**config.mk**
```make
export PLATFORM = sky130hd
export DESIGN_NAME = pad_frontend_top
export DESIGN_NICKNAME = d
export VERILOG_FILES = /design/src/source/host_reg_pkg.sv /design/src/source/nes_pad_pkg.sv /design/src/source/host_regs.sv /design/src/source/autofire.sv /design/src/source/pad_mapper.sv /design/src/source/joypad_port.sv /design/src/source/pad_frontend_top.sv
export SDC_FILE = /design/constraint.sdc
export NUM_CORES = 1
export LEC_CHECK = 0
export ABC_AREA = 0
export BUFFER_PORTS_ARGS = -buffer_cell sky130_fd_sc_hd__buf_2
export CORE_UTILIZATION = 53
export CTS_CLUSTER_SIZE = 20
export DETAILED_ROUTE_END_ITERATION = 10
export GPL_ROUTABILITY_DRIVEN = 0
export PLACE_DENSITY = 0.86
export SYNTH_ARGS = -nofsm -noshare
export SYNTH_HDL_FRONTEND = slang
export SYNTH_SLANG_ARGS = --single-unit
```
**constraint.sdc**
```tcl
create_clock -name clk -period 2.3 [get_ports clk]
set_clock_uncertainty 0.15 [all_clocks]
set_input_delay 0.46 -clock clk [delete_from_list [all_inputs] [get_ports clk]]
set_output_delay 0.46 -clock clk [all_outputs]
set_load 0.02 [all_outputs]
```
**src/source/host_reg_pkg.sv**
```systemverilog
// host register map
// address constants and the write stream seen by the host register file
`default_nettype none

package host_reg_pkg;

  typedef logic [7:0] reg_addr_t;
  typedef logic [7:0] reg_data_t;

  // one beat of the host write stream, write is a single-cycle strobe
  typedef struct packed {
    reg_addr_t addr;
    reg_data_t data;
    logic      write;
  } reg_wr_t;

  // held buttons, console order
  localparam reg_addr_t REG_BTN_P1 = 8'h40;
  localparam reg_addr_t REG_BTN_P2 = 8'h41;

endpackage

`default_nettype wire

```
**src/source/nes_pad_pkg.sv**
```systemverilog
// controller types
// console button byte, raw pad bytes and the bit positions inside each
`default_nettype none

package nes_pad_pkg;

  localparam int NUM_PORTS = 2;  // console controller ports

  // console order from bit 7: right left down up start select B A
  typedef logic [7:0] nes_btn_t;
  typedef logic [7:0] pad_byte_t;  // raw pad byte, active low

  typedef struct packed {
    pad_byte_t dir_byte;   // d-pad, start, sticks, select
    pad_byte_t face_byte;  // face buttons and shoulders
  } pad_raw_t;

  // dir_byte bits
  localparam int DIR_LEFT   = 7;
  localparam int DIR_DOWN   = 6;
  localparam int DIR_RIGHT  = 5;
  localparam int DIR_UP     = 4;
  localparam int DIR_START  = 3;
  localparam int DIR_RSTICK = 2;
  localparam int DIR_LSTICK = 1;
  localparam int DIR_SELECT = 0;

  // face_byte bits
  localparam int FACE_SQUARE   = 7;
  localparam int FACE_CROSS    = 6;
  localparam int FACE_CIRCLE   = 5;
  localparam int FACE_TRIANGLE = 4;
  localparam int FACE_R1       = 3;
  localparam int FACE_L1       = 2;
  localparam int FACE_R2       = 1;
  localparam int FACE_L2       = 0;

  // console button bits, A goes out first on the serial line
  localparam int NES_RIGHT  = 7;
  localparam int NES_LEFT   = 6;
  localparam int NES_DOWN   = 5;
  localparam int NES_UP     = 4;
  localparam int NES_START  = 3;
  localparam int NES_SELECT = 2;
  localparam int NES_B      = 1;
  localparam int NES_A      = 0;

endpackage

`default_nettype wire

```
**src/source/host_regs.sv**
```systemverilog
// host button registers
// decodes the host write stream and keeps one held-button byte per player
`timescale 1ns/10ps
`default_nettype none

module host_regs
  import host_reg_pkg::*;
  import nes_pad_pkg::*;
(
  input  logic                        clk,
  input  logic                        sys_resetn,
  input  reg_wr_t                     wr,
  output nes_btn_t [NUM_PORTS-1:0]    host_btn
);

  logic     wr_p1;
  logic     wr_p2;
  nes_btn_t wr_btn;

  // address decode, anything else falls through
  assign wr_p1  = wr.write && (wr.addr == REG_BTN_P1);
  assign wr_p2  = wr.write && (wr.addr == REG_BTN_P2);
  assign wr_btn = nes_btn_t'(wr.data);  // host already sends console order

  always_ff @(posedge clk) begin
    if (!sys_resetn) begin
      host_btn <= '0;
    end else begin
      if (wr_p1) begin
        host_btn[0] <= wr_btn;
      end
      if (wr_p2) begin
        host_btn[1] <= wr_btn;
      end
    end
  end

endmodule

`default_nettype wire

```
**src/source/autofire.sv**
```systemverilog
// autofire
// square wave on out while btn is held, half-period AUTOFIRE_PERIOD clocks
`timescale 1ns/10ps
`default_nettype none

module autofire #(
  parameter int unsigned AUTOFIRE_PERIOD = 1_350_000
) (
  input  logic clk,
  input  logic sys_resetn,
  input  logic btn,
  output logic out
);

  localparam int CNT_W = $clog2(AUTOFIRE_PERIOD);

  logic [CNT_W-1:0] cnt;
  logic             cnt_wrap;

  assign cnt_wrap = (cnt == CNT_W'(AUTOFIRE_PERIOD - 1));

  always_ff @(posedge clk) begin
    if (!sys_resetn || !btn) begin
      cnt <= '0;  // release restarts from low
      out <= 1'b0;
    end else if (cnt_wrap) begin
      cnt <= '0;
      out <= ~out;
    end else begin
      cnt <= cnt + 1'b1;
    end
  end

endmodule

`default_nettype wire

```
**src/source/pad_mapper.sv**
```systemverilog
// pad mapper
// turns one pad's active-low raw bytes into console button order,
// square and triangle add autofire to B and A
`timescale 1ns/10ps
`default_nettype none

module pad_mapper
  import nes_pad_pkg::*;
#(
  parameter int unsigned AUTOFIRE_PERIOD = 1_350_000
) (
  input  logic     clk,
  input  logic     sys_resetn,
  input  pad_raw_t raw,
  output nes_btn_t btn
);

  pad_byte_t dir_on;   // high means pressed
  pad_byte_t face_on;
  logic      auto_square;
  logic      auto_triangle;
  nes_btn_t  mapped;

  assign dir_on  = ~raw.dir_byte;
  assign face_on = ~raw.face_byte;

  autofire #(
    .AUTOFIRE_PERIOD(AUTOFIRE_PERIOD)
  ) af_square_inst (
    .clk        (clk),
    .sys_resetn (sys_resetn),
    .btn        (face_on[FACE_SQUARE]),
    .out        (auto_square)
  );

  autofire #(
    .AUTOFIRE_PERIOD(AUTOFIRE_PERIOD)
  ) af_triangle_inst (
    .clk        (clk),
    .sys_resetn (sys_resetn),
    .btn        (face_on[FACE_TRIANGLE]),
    .out        (auto_triangle)
  );

  always_comb begin
    mapped             = '0;
    mapped[NES_RIGHT]  = dir_on[DIR_RIGHT];
    mapped[NES_LEFT]   = dir_on[DIR_LEFT];
    mapped[NES_DOWN]   = dir_on[DIR_DOWN];
    mapped[NES_UP]     = dir_on[DIR_UP];
    mapped[NES_START]  = dir_on[DIR_START];
    mapped[NES_SELECT] = dir_on[DIR_SELECT];
    // cross is B, circle is A
    mapped[NES_B]      = face_on[FACE_CROSS] | auto_square;
    mapped[NES_A]      = face_on[FACE_CIRCLE] | auto_triangle;
  end

  always_ff @(posedge clk) begin
    if (!sys_resetn) begin
      btn <= '0;
    end else begin
      btn <= mapped;
    end
  end

endmodule

`default_nettype wire

```
**src/source/joypad_port.sv**
```systemverilog
// joypad port
// merges host, pad and parallel gamepad buttons and serves them
// bit-serially on the console strobe and clock lines
`timescale 1ns/10ps
`default_nettype none

module joypad_port
  import nes_pad_pkg::*;
(
  input  logic                        clk,
  input  logic                        sys_resetn,
  input  nes_btn_t [NUM_PORTS-1:0]    host_btn,
  input  nes_btn_t [NUM_PORTS-1:0]    pad_btn,
  input  nes_btn_t                    gamepad_btn,
  input  logic     [NUM_PORTS-1:0]    joypad_strobe,
  input  logic     [NUM_PORTS-1:0]    joypad_clock,
  output logic     [NUM_PORTS-1:0]    joypad_data
);

  nes_btn_t [NUM_PORTS-1:0] merged;
  nes_btn_t [NUM_PORTS-1:0] shift_q;
  logic     [NUM_PORTS-1:0] last_clock;
  logic     [NUM_PORTS-1:0] clock_fall;
  logic                     latch;

  always_comb begin
    for (int p = 0; p < NUM_PORTS; p++) begin
      merged[p] = host_btn[p] | pad_btn[p];
    end
    merged[0] = merged[0] | gamepad_btn;  // parallel pad is player 1 only
  end

  // the console latch is shared, either line reloads both ports
  assign latch      = |joypad_strobe;
  assign clock_fall = last_clock & ~joypad_clock;

  always_ff @(posedge clk) begin
    if (!sys_resetn) begin
      last_clock <= '0;
      shift_q    <= '0;
    end else begin
      last_clock <= joypad_clock;
      for (int p = 0; p < NUM_PORTS; p++) begin
        if (clock_fall[p]) begin
          shift_q[p] <= {1'b0, shift_q[p][7:1]};  // shift beats strobe
        end else if (latch) begin
          shift_q[p] <= merged[p];
        end
      end
    end
  end

  always_comb begin
    for (int p = 0; p < NUM_PORTS; p++) begin
      joypad_data[p] = shift_q[p][0];
    end
  end

endmodule

`default_nettype wire

```
**src/source/pad_frontend_top.sv**
```systemverilog
// controller front end
// host button registers, one mapper per pad and the serial joypad port
`timescale 1ns/10ps
`default_nettype none

module pad_frontend_top
  import host_reg_pkg::*;
  import nes_pad_pkg::*;
#(
  parameter int unsigned AUTOFIRE_PERIOD = 1_350_000
) (
  input  logic                        clk,
  input  logic                        sys_resetn,
  input  reg_wr_t                     wr,
  input  pad_raw_t [NUM_PORTS-1:0]    pad_raw,
  input  nes_btn_t                    gamepad_btn,
  input  logic     [NUM_PORTS-1:0]    joypad_strobe,
  input  logic     [NUM_PORTS-1:0]    joypad_clock,
  output logic     [NUM_PORTS-1:0]    joypad_data
);

  nes_btn_t [NUM_PORTS-1:0] host_btn;
  nes_btn_t [NUM_PORTS-1:0] pad_btn;  // mapped, console order

  host_regs host_regs_inst (
    .clk        (clk),
    .sys_resetn (sys_resetn),
    .wr         (wr),
    .host_btn   (host_btn)
  );

  // one mapper per player pad
  for (genvar i = 0; i < NUM_PORTS; i++) begin : g_mapper
    pad_mapper #(
      .AUTOFIRE_PERIOD(AUTOFIRE_PERIOD)
    ) pad_mapper_inst (
      .clk        (clk),
      .sys_resetn (sys_resetn),
      .raw        (pad_raw[i]),
      .btn        (pad_btn[i])
    );
  end

  joypad_port joypad_port_inst (
    .clk           (clk),
    .sys_resetn    (sys_resetn),
    .host_btn      (host_btn),
    .pad_btn       (pad_btn),
    .gamepad_btn   (gamepad_btn),
    .joypad_strobe (joypad_strobe),
    .joypad_clock  (joypad_clock),
    .joypad_data   (joypad_data)
  );

endmodule

`default_nettype wire

```
Word-level counts from Yosys, hierarchy flattened:

Cells that the tools add are included.

* bits in registers: 138
* output and inout port bits: 2
* logic and storage cells: 69

* bitwise gates (word level): 18
* muxes and demuxes: 4
* add/subtract/negate cells: 4
* equality and inequality tests: 6
* reductions and logical operators: 20

Operators with widths (count)
* $add 21x1->21 const B: 4
* $eq 21x21->1 const B: 4
* $not 8->8: 4
* $mux 7: 4
* $or 8x8->8: 3
* $eq 8x7->1 const B: 2
* $reduce_or 2->1: 7
* $logic_not 1->1: 5
* $not 1->1: 5
* $logic_or 1x1->1: 4
* $or 1x1->1: 4
* $reduce_bool 2->1: 2
* $and 2x2->2: 1
* $logic_and 1x1->1: 2
* $not 2->2: 1

Depth between registers and ports, before layout:

Gate-level depths: netlist of run 1.

* depth after elaboration: 4
* depth in mapped cells: 7

By module:

From an unflattened synthesis of run 1, not the netlist that was laid out.

* cell total of the unflattened synthesis: 661
* area total of the unflattened synthesis: 6138.4 µm²

Modules (own cells, without submodules)
* autofire: instances 4, area an instance 1056.0 µm², sequential area each 440.4 µm², cells an instance 115
* joypad_port: instances 1, area an instance 820.8 µm², sequential area each 360.3 µm², cells an instance 97
* host_regs: instances 1, area an instance 638.1 µm², sequential area each 320.3 µm², cells an instance 64
* pad_mapper: instances 2, area an instance 227.7 µm², sequential area each 160.2 µm², cells an instance 20

Worst setup path after synthesis of run 1:

OpenSTA, ideal clock, no wires.

* kind: register to register
* start: reg g_mapper[1].pad_mapper_inst.af_triangle_inst.cnt[0]
* end: reg g_mapper[1].pad_mapper_inst.af_triangle_inst.cnt[20]
* required time: 2.084 ns
* setup time: 0.066 ns
* slack: 0.137 ns
* stages on the path, launching flop included: 7
* buffers on the path: 1
* arrival time: 1.947 ns
* clock period less this slack: 2.163 ns
* cells stage by stage: dfxtp_1 ha_1 nand4_2 or4_1 buf_2 or4_4 a21oi_2

* longest elaborated chain between the ends: 2
* elaborated cells on any way between the ends: 3
* classes of those cells: add/sub (1); eq/ne (1); reduce/logical (1)

RTL lines
* start: declaration: line autofire.sv:17 `logic [CNT_W-1:0] cnt;`
* start signal: assignment: line autofire.sv:30 `cnt <= cnt + 1'b1;`
* parallel branches: the longest is 2 deep, another holds $add 21x1->21

Several ways; the timed one is not identified.
A chain may end at the register's enable or synchronous reset.

Final worst setup path of run 1:

* start: reg g_mapper[1].pad_mapper_inst.af_triangle_inst.cnt[1]
* end: reg g_mapper[1].pad_mapper_inst.af_triangle_inst.cnt[20]

The elaborated chain is that of the path after synthesis.

==> qor.txt, run 1 <==
status - finished with violations
failing checks - design-rule violations
clock transition at the registers of the reported paths - 0.06 ns
Final period util - 93.2%
Clock Path Buffers - 2
final worst setup slack - 0.156 ns
FMAX - 467 MHz
ys flop type - dfxtp_1
combinational family with the most area after synthesis - simple AND/OR/NAND/NOR gates
DIE AREA - 0.0115 mm^2
Via density - 5.78
Synth Register Bits - 138
area leader, netlist - dfxtp_1
Die W - 107 um
Post-Synth XOR/XNOR Area - 7.72%
mux cell area share after synthesis - 2.72%
setup violators final - 0
Crit path required time - 2.62 ns
GRT Resource Usage Total - 24.4%
Die Y-Extent - 107 um
Crit path buffers/inverters - 0
placed cells - 830
worst skew pair latency - 0.53 ns
largest net degree at the start of global routing - 26
pin slew with the least headroom to its limit - 0.645 ns
synth top area cells - dfxtp_1, xor2_1, nor2_1
Top Ports - 65
crit path cell chain - ha_1 -> nand4_2 -> or4_4 -> or4_4 -> a21oi_2
global-route wire length before repair - 22.3 mm
share of layout cells above drive strength 1 - 14.9%
YS warnings - 0
grt total ovfl - 0
commonest non-fill, non-tap cells in the layout - dfxtp_1, nor2_1, buf_2, nand2_1
simple-gate share of the synthesized area - 28.7%
Post-Place Cell Area - 0.00632 mm^2
Antenna Nets Post-Route - 0
CP Class - flop to flop
EDFF count, synth - 0
crit-path most repeated cell - or4_4
DR pass1 iterations - 8
Critical Path AT - 2.46 ns
flop2flop setup slack - 0.16 ns
crit path max fanout - 6
Synth Cell Area - 0.00590 mm^2
Synth Area in Compound Gates - 9.70%
leakage power - 2.57 nW
number of global-route vias before repair - 4963
Synth Net Count - 718
Post-DP HPWL - 8.52 mm
Synth cell types - 45
CTS tree - built
design area - 0.00714 mm^2
initial core utilization - 54.4%
Crit. path cell count - 5
post-place setup slack - 0.105 ns
Rows - 38
DRC Markers - 2
post-CTS setup buffer count - 0
sequential share of the synthesized area - 46.9%
layout net count - 792
CP delay by family, top - simple AND/OR/NAND/NOR gates
total CTS buffers - 17
clock sinks - 138
DR vias - 5066
Fin. Hold Viols - 0
WL final - 13.5 mm
antenna cells - 0
Peak supply drop - 0.572 mV
Async S/R FF share, synth - 0%
initial antenna violation count - 0
port bufs - 52
Core Box Area - 0.0108 mm^2
post-layout util - 65.8%
critical path endpoint category - flop
Slew Limit Fails - 0
DR iter-0 viols - 653
htree depth - 4
slowest cell on the critical path - or4_4
CP peak stage delay - 0.55 ns
worst min path class - input port to flop
unrepaired setup endpoints after global routing - false
Reg2Reg Depth - 5
total of max-cap violations - 0
leading cell type in the layout, fill and taps excluded - dfxtp_1
share of the synthesized area in the top cell type - 46.9%
Power Density - 796 mW/mm^2
Clock Tree Root - clkbuf_8
relative slew slack - 56.6%
Tmin final - 2.14 ns
area share of fa/ha/maj cells after synthesis - 0.849%
Post-Layout Cell Count - 877
Post-Syn Area per Cell - 9.06 um^2
Setup TNS - 0 ns
Mapped Cells - 651
post-DR wirelength/cell - 15.3 um
Startpoint Class - flop
Syn-to-layout area delta - 21.1%
kinds of logic (layout without fill, tap and decap cells):
group | Yosys count | in the layout
buf+inv | 47 | 133
flops | 138 | 138
xor+xnor | 52 | 52
compound gates | 92 | 92
fa+ha+maj | 4 | 4
mux | 16 | 16
simple gates | 302 | 302
routing by layer:
| metal | routed length [um] | share of wire (%) | vias to the layer above | global-route usage, % |
|---|---|---|---|---|
| li1 | - | - | 2451 | - |
| met1 | 5570 | 41 | 2389 | 27.4 |
| met2 | 6840 | 51 | 185 | 44.2 |
| met3 | 710 | 5.3 | 41 | 6.54 |
| met4 | 340 | 2.5 | 0 | 8.51 |
| met5 | 0 | 0 | - | 0 |
cell type report:
class	instances	area [um^2]
repair buffers	85	548
flip-flops and latches	138	2760
fillers	772	3700
clock inverters	11	219
inverters	17	63.8
clock buffers	20	435
well taps	140	175
multi-input cells	466	2930
stage by stage:
stage	power [W]	hold WS [ns]
floorplan	0.00262	0.276
global placement	0.00270	0.286
detailed placement	0.00271	0.308
CTS	0.00571	0.00385
global route	0.00584	0.0149
finish	0.00568	0.0279
worst register-to-register path, stage by stage (launching register included):
cell and delay (ns):
dfxtp_1 0.37, ha_1 0.21, nand4_2 0.14, or4_4 0.55
or4_4 0.53, a21oi_2 0.13
cell usage after synthesis, drive strengths merged (8+ instances only):
cell type  number
dfxtp         138
nor2           67
nand2          37
nand4          30
nor2b          30
xor2           30
a21oi          28
nand3          27
or3            27
clkbuf         24
o21ai          22
xnor2          22
a21boi         18
inv            17
mux2i          16
or4            15
o211ai         14
and4           13
and3           12
nor4            9
nor3            8
power breakdown:
part	switching (W)	internal (W)
clock	0.000990	0.00200
combinational	0.000113	0.000112
sequential	0.0000227	0.00244
total	0.00113	0.00455
registers in the layout, indices dropped and copies added, names as in the netlist:
register and cells:
g_mapper.pad_mapper_inst.af_square_inst.out 2, host_regs_inst.host_btn 16, joypad_port_inst.shift_q 14, joypad_port_inst.joypad_data 2, g_mapper.pad_mapper_inst.af_triangle_inst.cnt 42, g_mapper.pad_mapper_inst.btn 16
g_mapper.pad_mapper_inst.af_square_inst.cnt 42, g_mapper.pad_mapper_inst.af_triangle_inst.out 2, joypad_port_inst.last_clock 2
how the worst min path moves through the flow:
| stage | from | end | depth (start not counted) | slack (ns) |
|---|---|---|---|---|
| final | joypad_clock[0] | joypad_port_inst.last_clock[0] | 2 | 0.03 |
| after global routing | joypad_clock[0] | joypad_port_inst.last_clock[0] | 2 | 0.01 |
| after CTS | joypad_clock[1] | joypad_port_inst.last_clock[1] | 2 | 0.004 |
| after detailed placement | g_mapper[1].pad_mapper_inst.af_square_inst.cnt[0] | g_mapper[1].pad_mapper_inst.af_square_inst.cnt[0] | 1 | 0.31 |
| after global placement | g_mapper[0].pad_mapper_inst.af_square_inst.cnt[0] | g_mapper[0].pad_mapper_inst.af_square_inst.cnt[0] | 1 | 0.29 |
| after floorplan | flop | flop | 1 | 0.28 |
what timing repair did:
action                                  CTS  global route
endpoints found under the setup margin    0             2
hold buffers                             16             0
endpoints found under the hold margin    16             0
gates resized for setup                   0             1
No activity file was read; power rests on OpenSTA's default activity.
==> run 2: changes to the inputs <==
--- a/config.mk
+++ b/config.mk
@@ -5,8 +5,8 @@
 export SDC_FILE = /design/constraint.sdc
 export NUM_CORES = 1
 export LEC_CHECK = 0
-export ABC_AREA = 0
 export BUFFER_PORTS_ARGS = -buffer_cell sky130_fd_sc_hd__buf_2
+export CORE_ASPECT_RATIO = 1.25
 export CORE_UTILIZATION = 53
 export CTS_CLUSTER_SIZE = 20
 export DETAILED_ROUTE_END_ITERATION = 10
==> run 2 against run 1 <==
Effect of this change:
- the flow now finishes without violations
- maximum frequency about the same
- critical path depth stayed put
- sequential cell count is the same
- hold slack better by 0.015 ns
- total power decreased by 4.9%
- clock power decreased by 8.0%
==> qor.txt, run 2 (synthesis gave the netlist of run 1 again) <==
status - finished, final reports clean
FMAX - 466 MHz
CP Class - flop to flop
Hold Buf Count CTS - 0
crit-path most repeated cell - or4_4
grt total ovfl - 0
CP peak stage delay - 0.55 ns
total CTS buffers - 17
worst min path class - input port to flop
WL final - 12.5 mm
post-DR wirelength/cell - 14.6 um
design area - 0.00694 mm^2
worst skew pair latency - 0.42 ns
Antenna Nets Post-Route - 0
port bufs - 52
commonest non-fill, non-tap cells in the layout - dfxtp_1, nor2_1, buf_2, nand2_1
number of global-route vias before repair - 4926
slowest cell on the critical path - or4_4
crit path cell chain - ha_1 -> nand4_2 -> or4_4 -> or4_4 -> a21oi_2
total of max-cap violations - 0
Crit path required time - 2.51 ns
global-route wire length before repair - 21.2 mm
Hold Slack - 0.0432 ns
critical path endpoint category - flop
largest registers - g_mapper.pad_mapper_inst.af_square_inst.cnt (42), g_mapper.pad_mapper_inst.af_triangle_inst.cnt (42)
largest net degree at the start of global routing - 41
relative slew slack - 56.9%
Die W - 96.3 um
Power Density - 778 mW/mm^2
Peak supply drop - 0.539 mV
Clock Path Buffers - 2
Rows - 42
CTS tree - built
crit path max fanout - 7
clock transition at the registers of the reported paths - 0.06 ns
Final period util - 93.3%
initial core utilization - 55.0%
DIE AREA - 0.0116 mm^2
layout net count - 779
Fin. Hold Viols - 0
Die Y-Extent - 120 um
DR pass1 iterations - 4
Slew Limit Fails - 0
htree depth - 4
DRC Markers - 0
post-layout util - 64.8%
Post-Place Cell Area - 0.00633 mm^2
Fill cells - 835
Setup TNS - 0 ns
Startpoint Class - flop
Tmin final - 2.15 ns
DR iter-0 viols - 285
GRT Resource Usage Total - 23.4%
Via density - 5.73
leading cell type in the layout, fill and taps excluded - dfxtp_1
setup violators final - 0
share of layout cells above drive strength 1 - 15.6%
Top Ports - 65
clock sinks - 138
Critical Path AT - 2.35 ns
DR vias - 4908
Post-DP HPWL - 8.61 mm
unrepaired setup endpoints after global routing - false
pin slew with the least headroom to its limit - 0.642 ns
Core Box Area - 0.0107 mm^2
Clock Tree Root - clkbuf_16
leakage power - 2.50 nW
Syn-to-layout area delta - 17.7%
initial antenna violation count - 2
[run 2: area by class of cell]
class	count	area, um^2	share of cell area (%)
Clock buffer	21	460	6.63
Inverter	17	63.8	0.919
Antenna cell	1	2.50	0.0360
Sequential cell	138	2760	39.8
Timing Repair Buffer	72	410	5.91
Clock inverter	10	143	2.05
Tap cell	132	165	2.38
Multi-Input combinational cell	466	2930	42.3
[run 2: where the power goes]
| group | internal, W | switching [W] |
|---|---|---|
| logic | 0.0000953 | 0.000102 |
| registers | 0.00244 | 0.0000222 |
| clock network | 0.00176 | 0.000987 |
[run 2: final timing paths]
kind	end	cells past startpoint	start	slack (ns)
worst min-delay path	g_mapper[0].pad_mapper_inst.btn[5]	2	pad_raw[14]	0.04
worst max register to register	flop	5	flop	0.15
worst max-delay path	flop	5	flop	0.15
worst min register to register	flop	1	flop	0.31
[run 2: metal layers]
metal / global-route usage, % / wire [um] / vias to the layer above
li1: - / - / 2436
met1: 24.8 / 5140 / 2321
met2: 40.7 / 6450 / 114
met3: 6.59 / 539 / 35
met4: 13.0 / 353 / 2
met5: 0 / 12 / -
[run 2: what timing repair did]
item / CTS / global route
resized for setup: 0 / 1
buffers inserted: 0 / 0
endpoints found under the hold margin: 0 / 0
setup endpoints to repair: 0 / 1
[run 2: critical path, delay by kind of cell, from the launching register on]
kind,cells,cell delay [ns]
flip-flops,1,0.36
adder cells (fa/ha/maj),1,0.21
AO/OA/AOI/OAI,1,0.14
AND/OR/NAND/NOR,3,1.23
[run 2: metrics by stage]
step	setup slack, ns	cells	power [W]
6_report	0.154	857	0.00540
5_1_grt	0.0947	857	0.00556
4_1_cts	0.0956	856	0.00544
3_5_place_dp	0.0930	825	0.00271
3_3_place_gp	0.155	825	0.00270
2_1_floorplan	0.137	651	0.00262
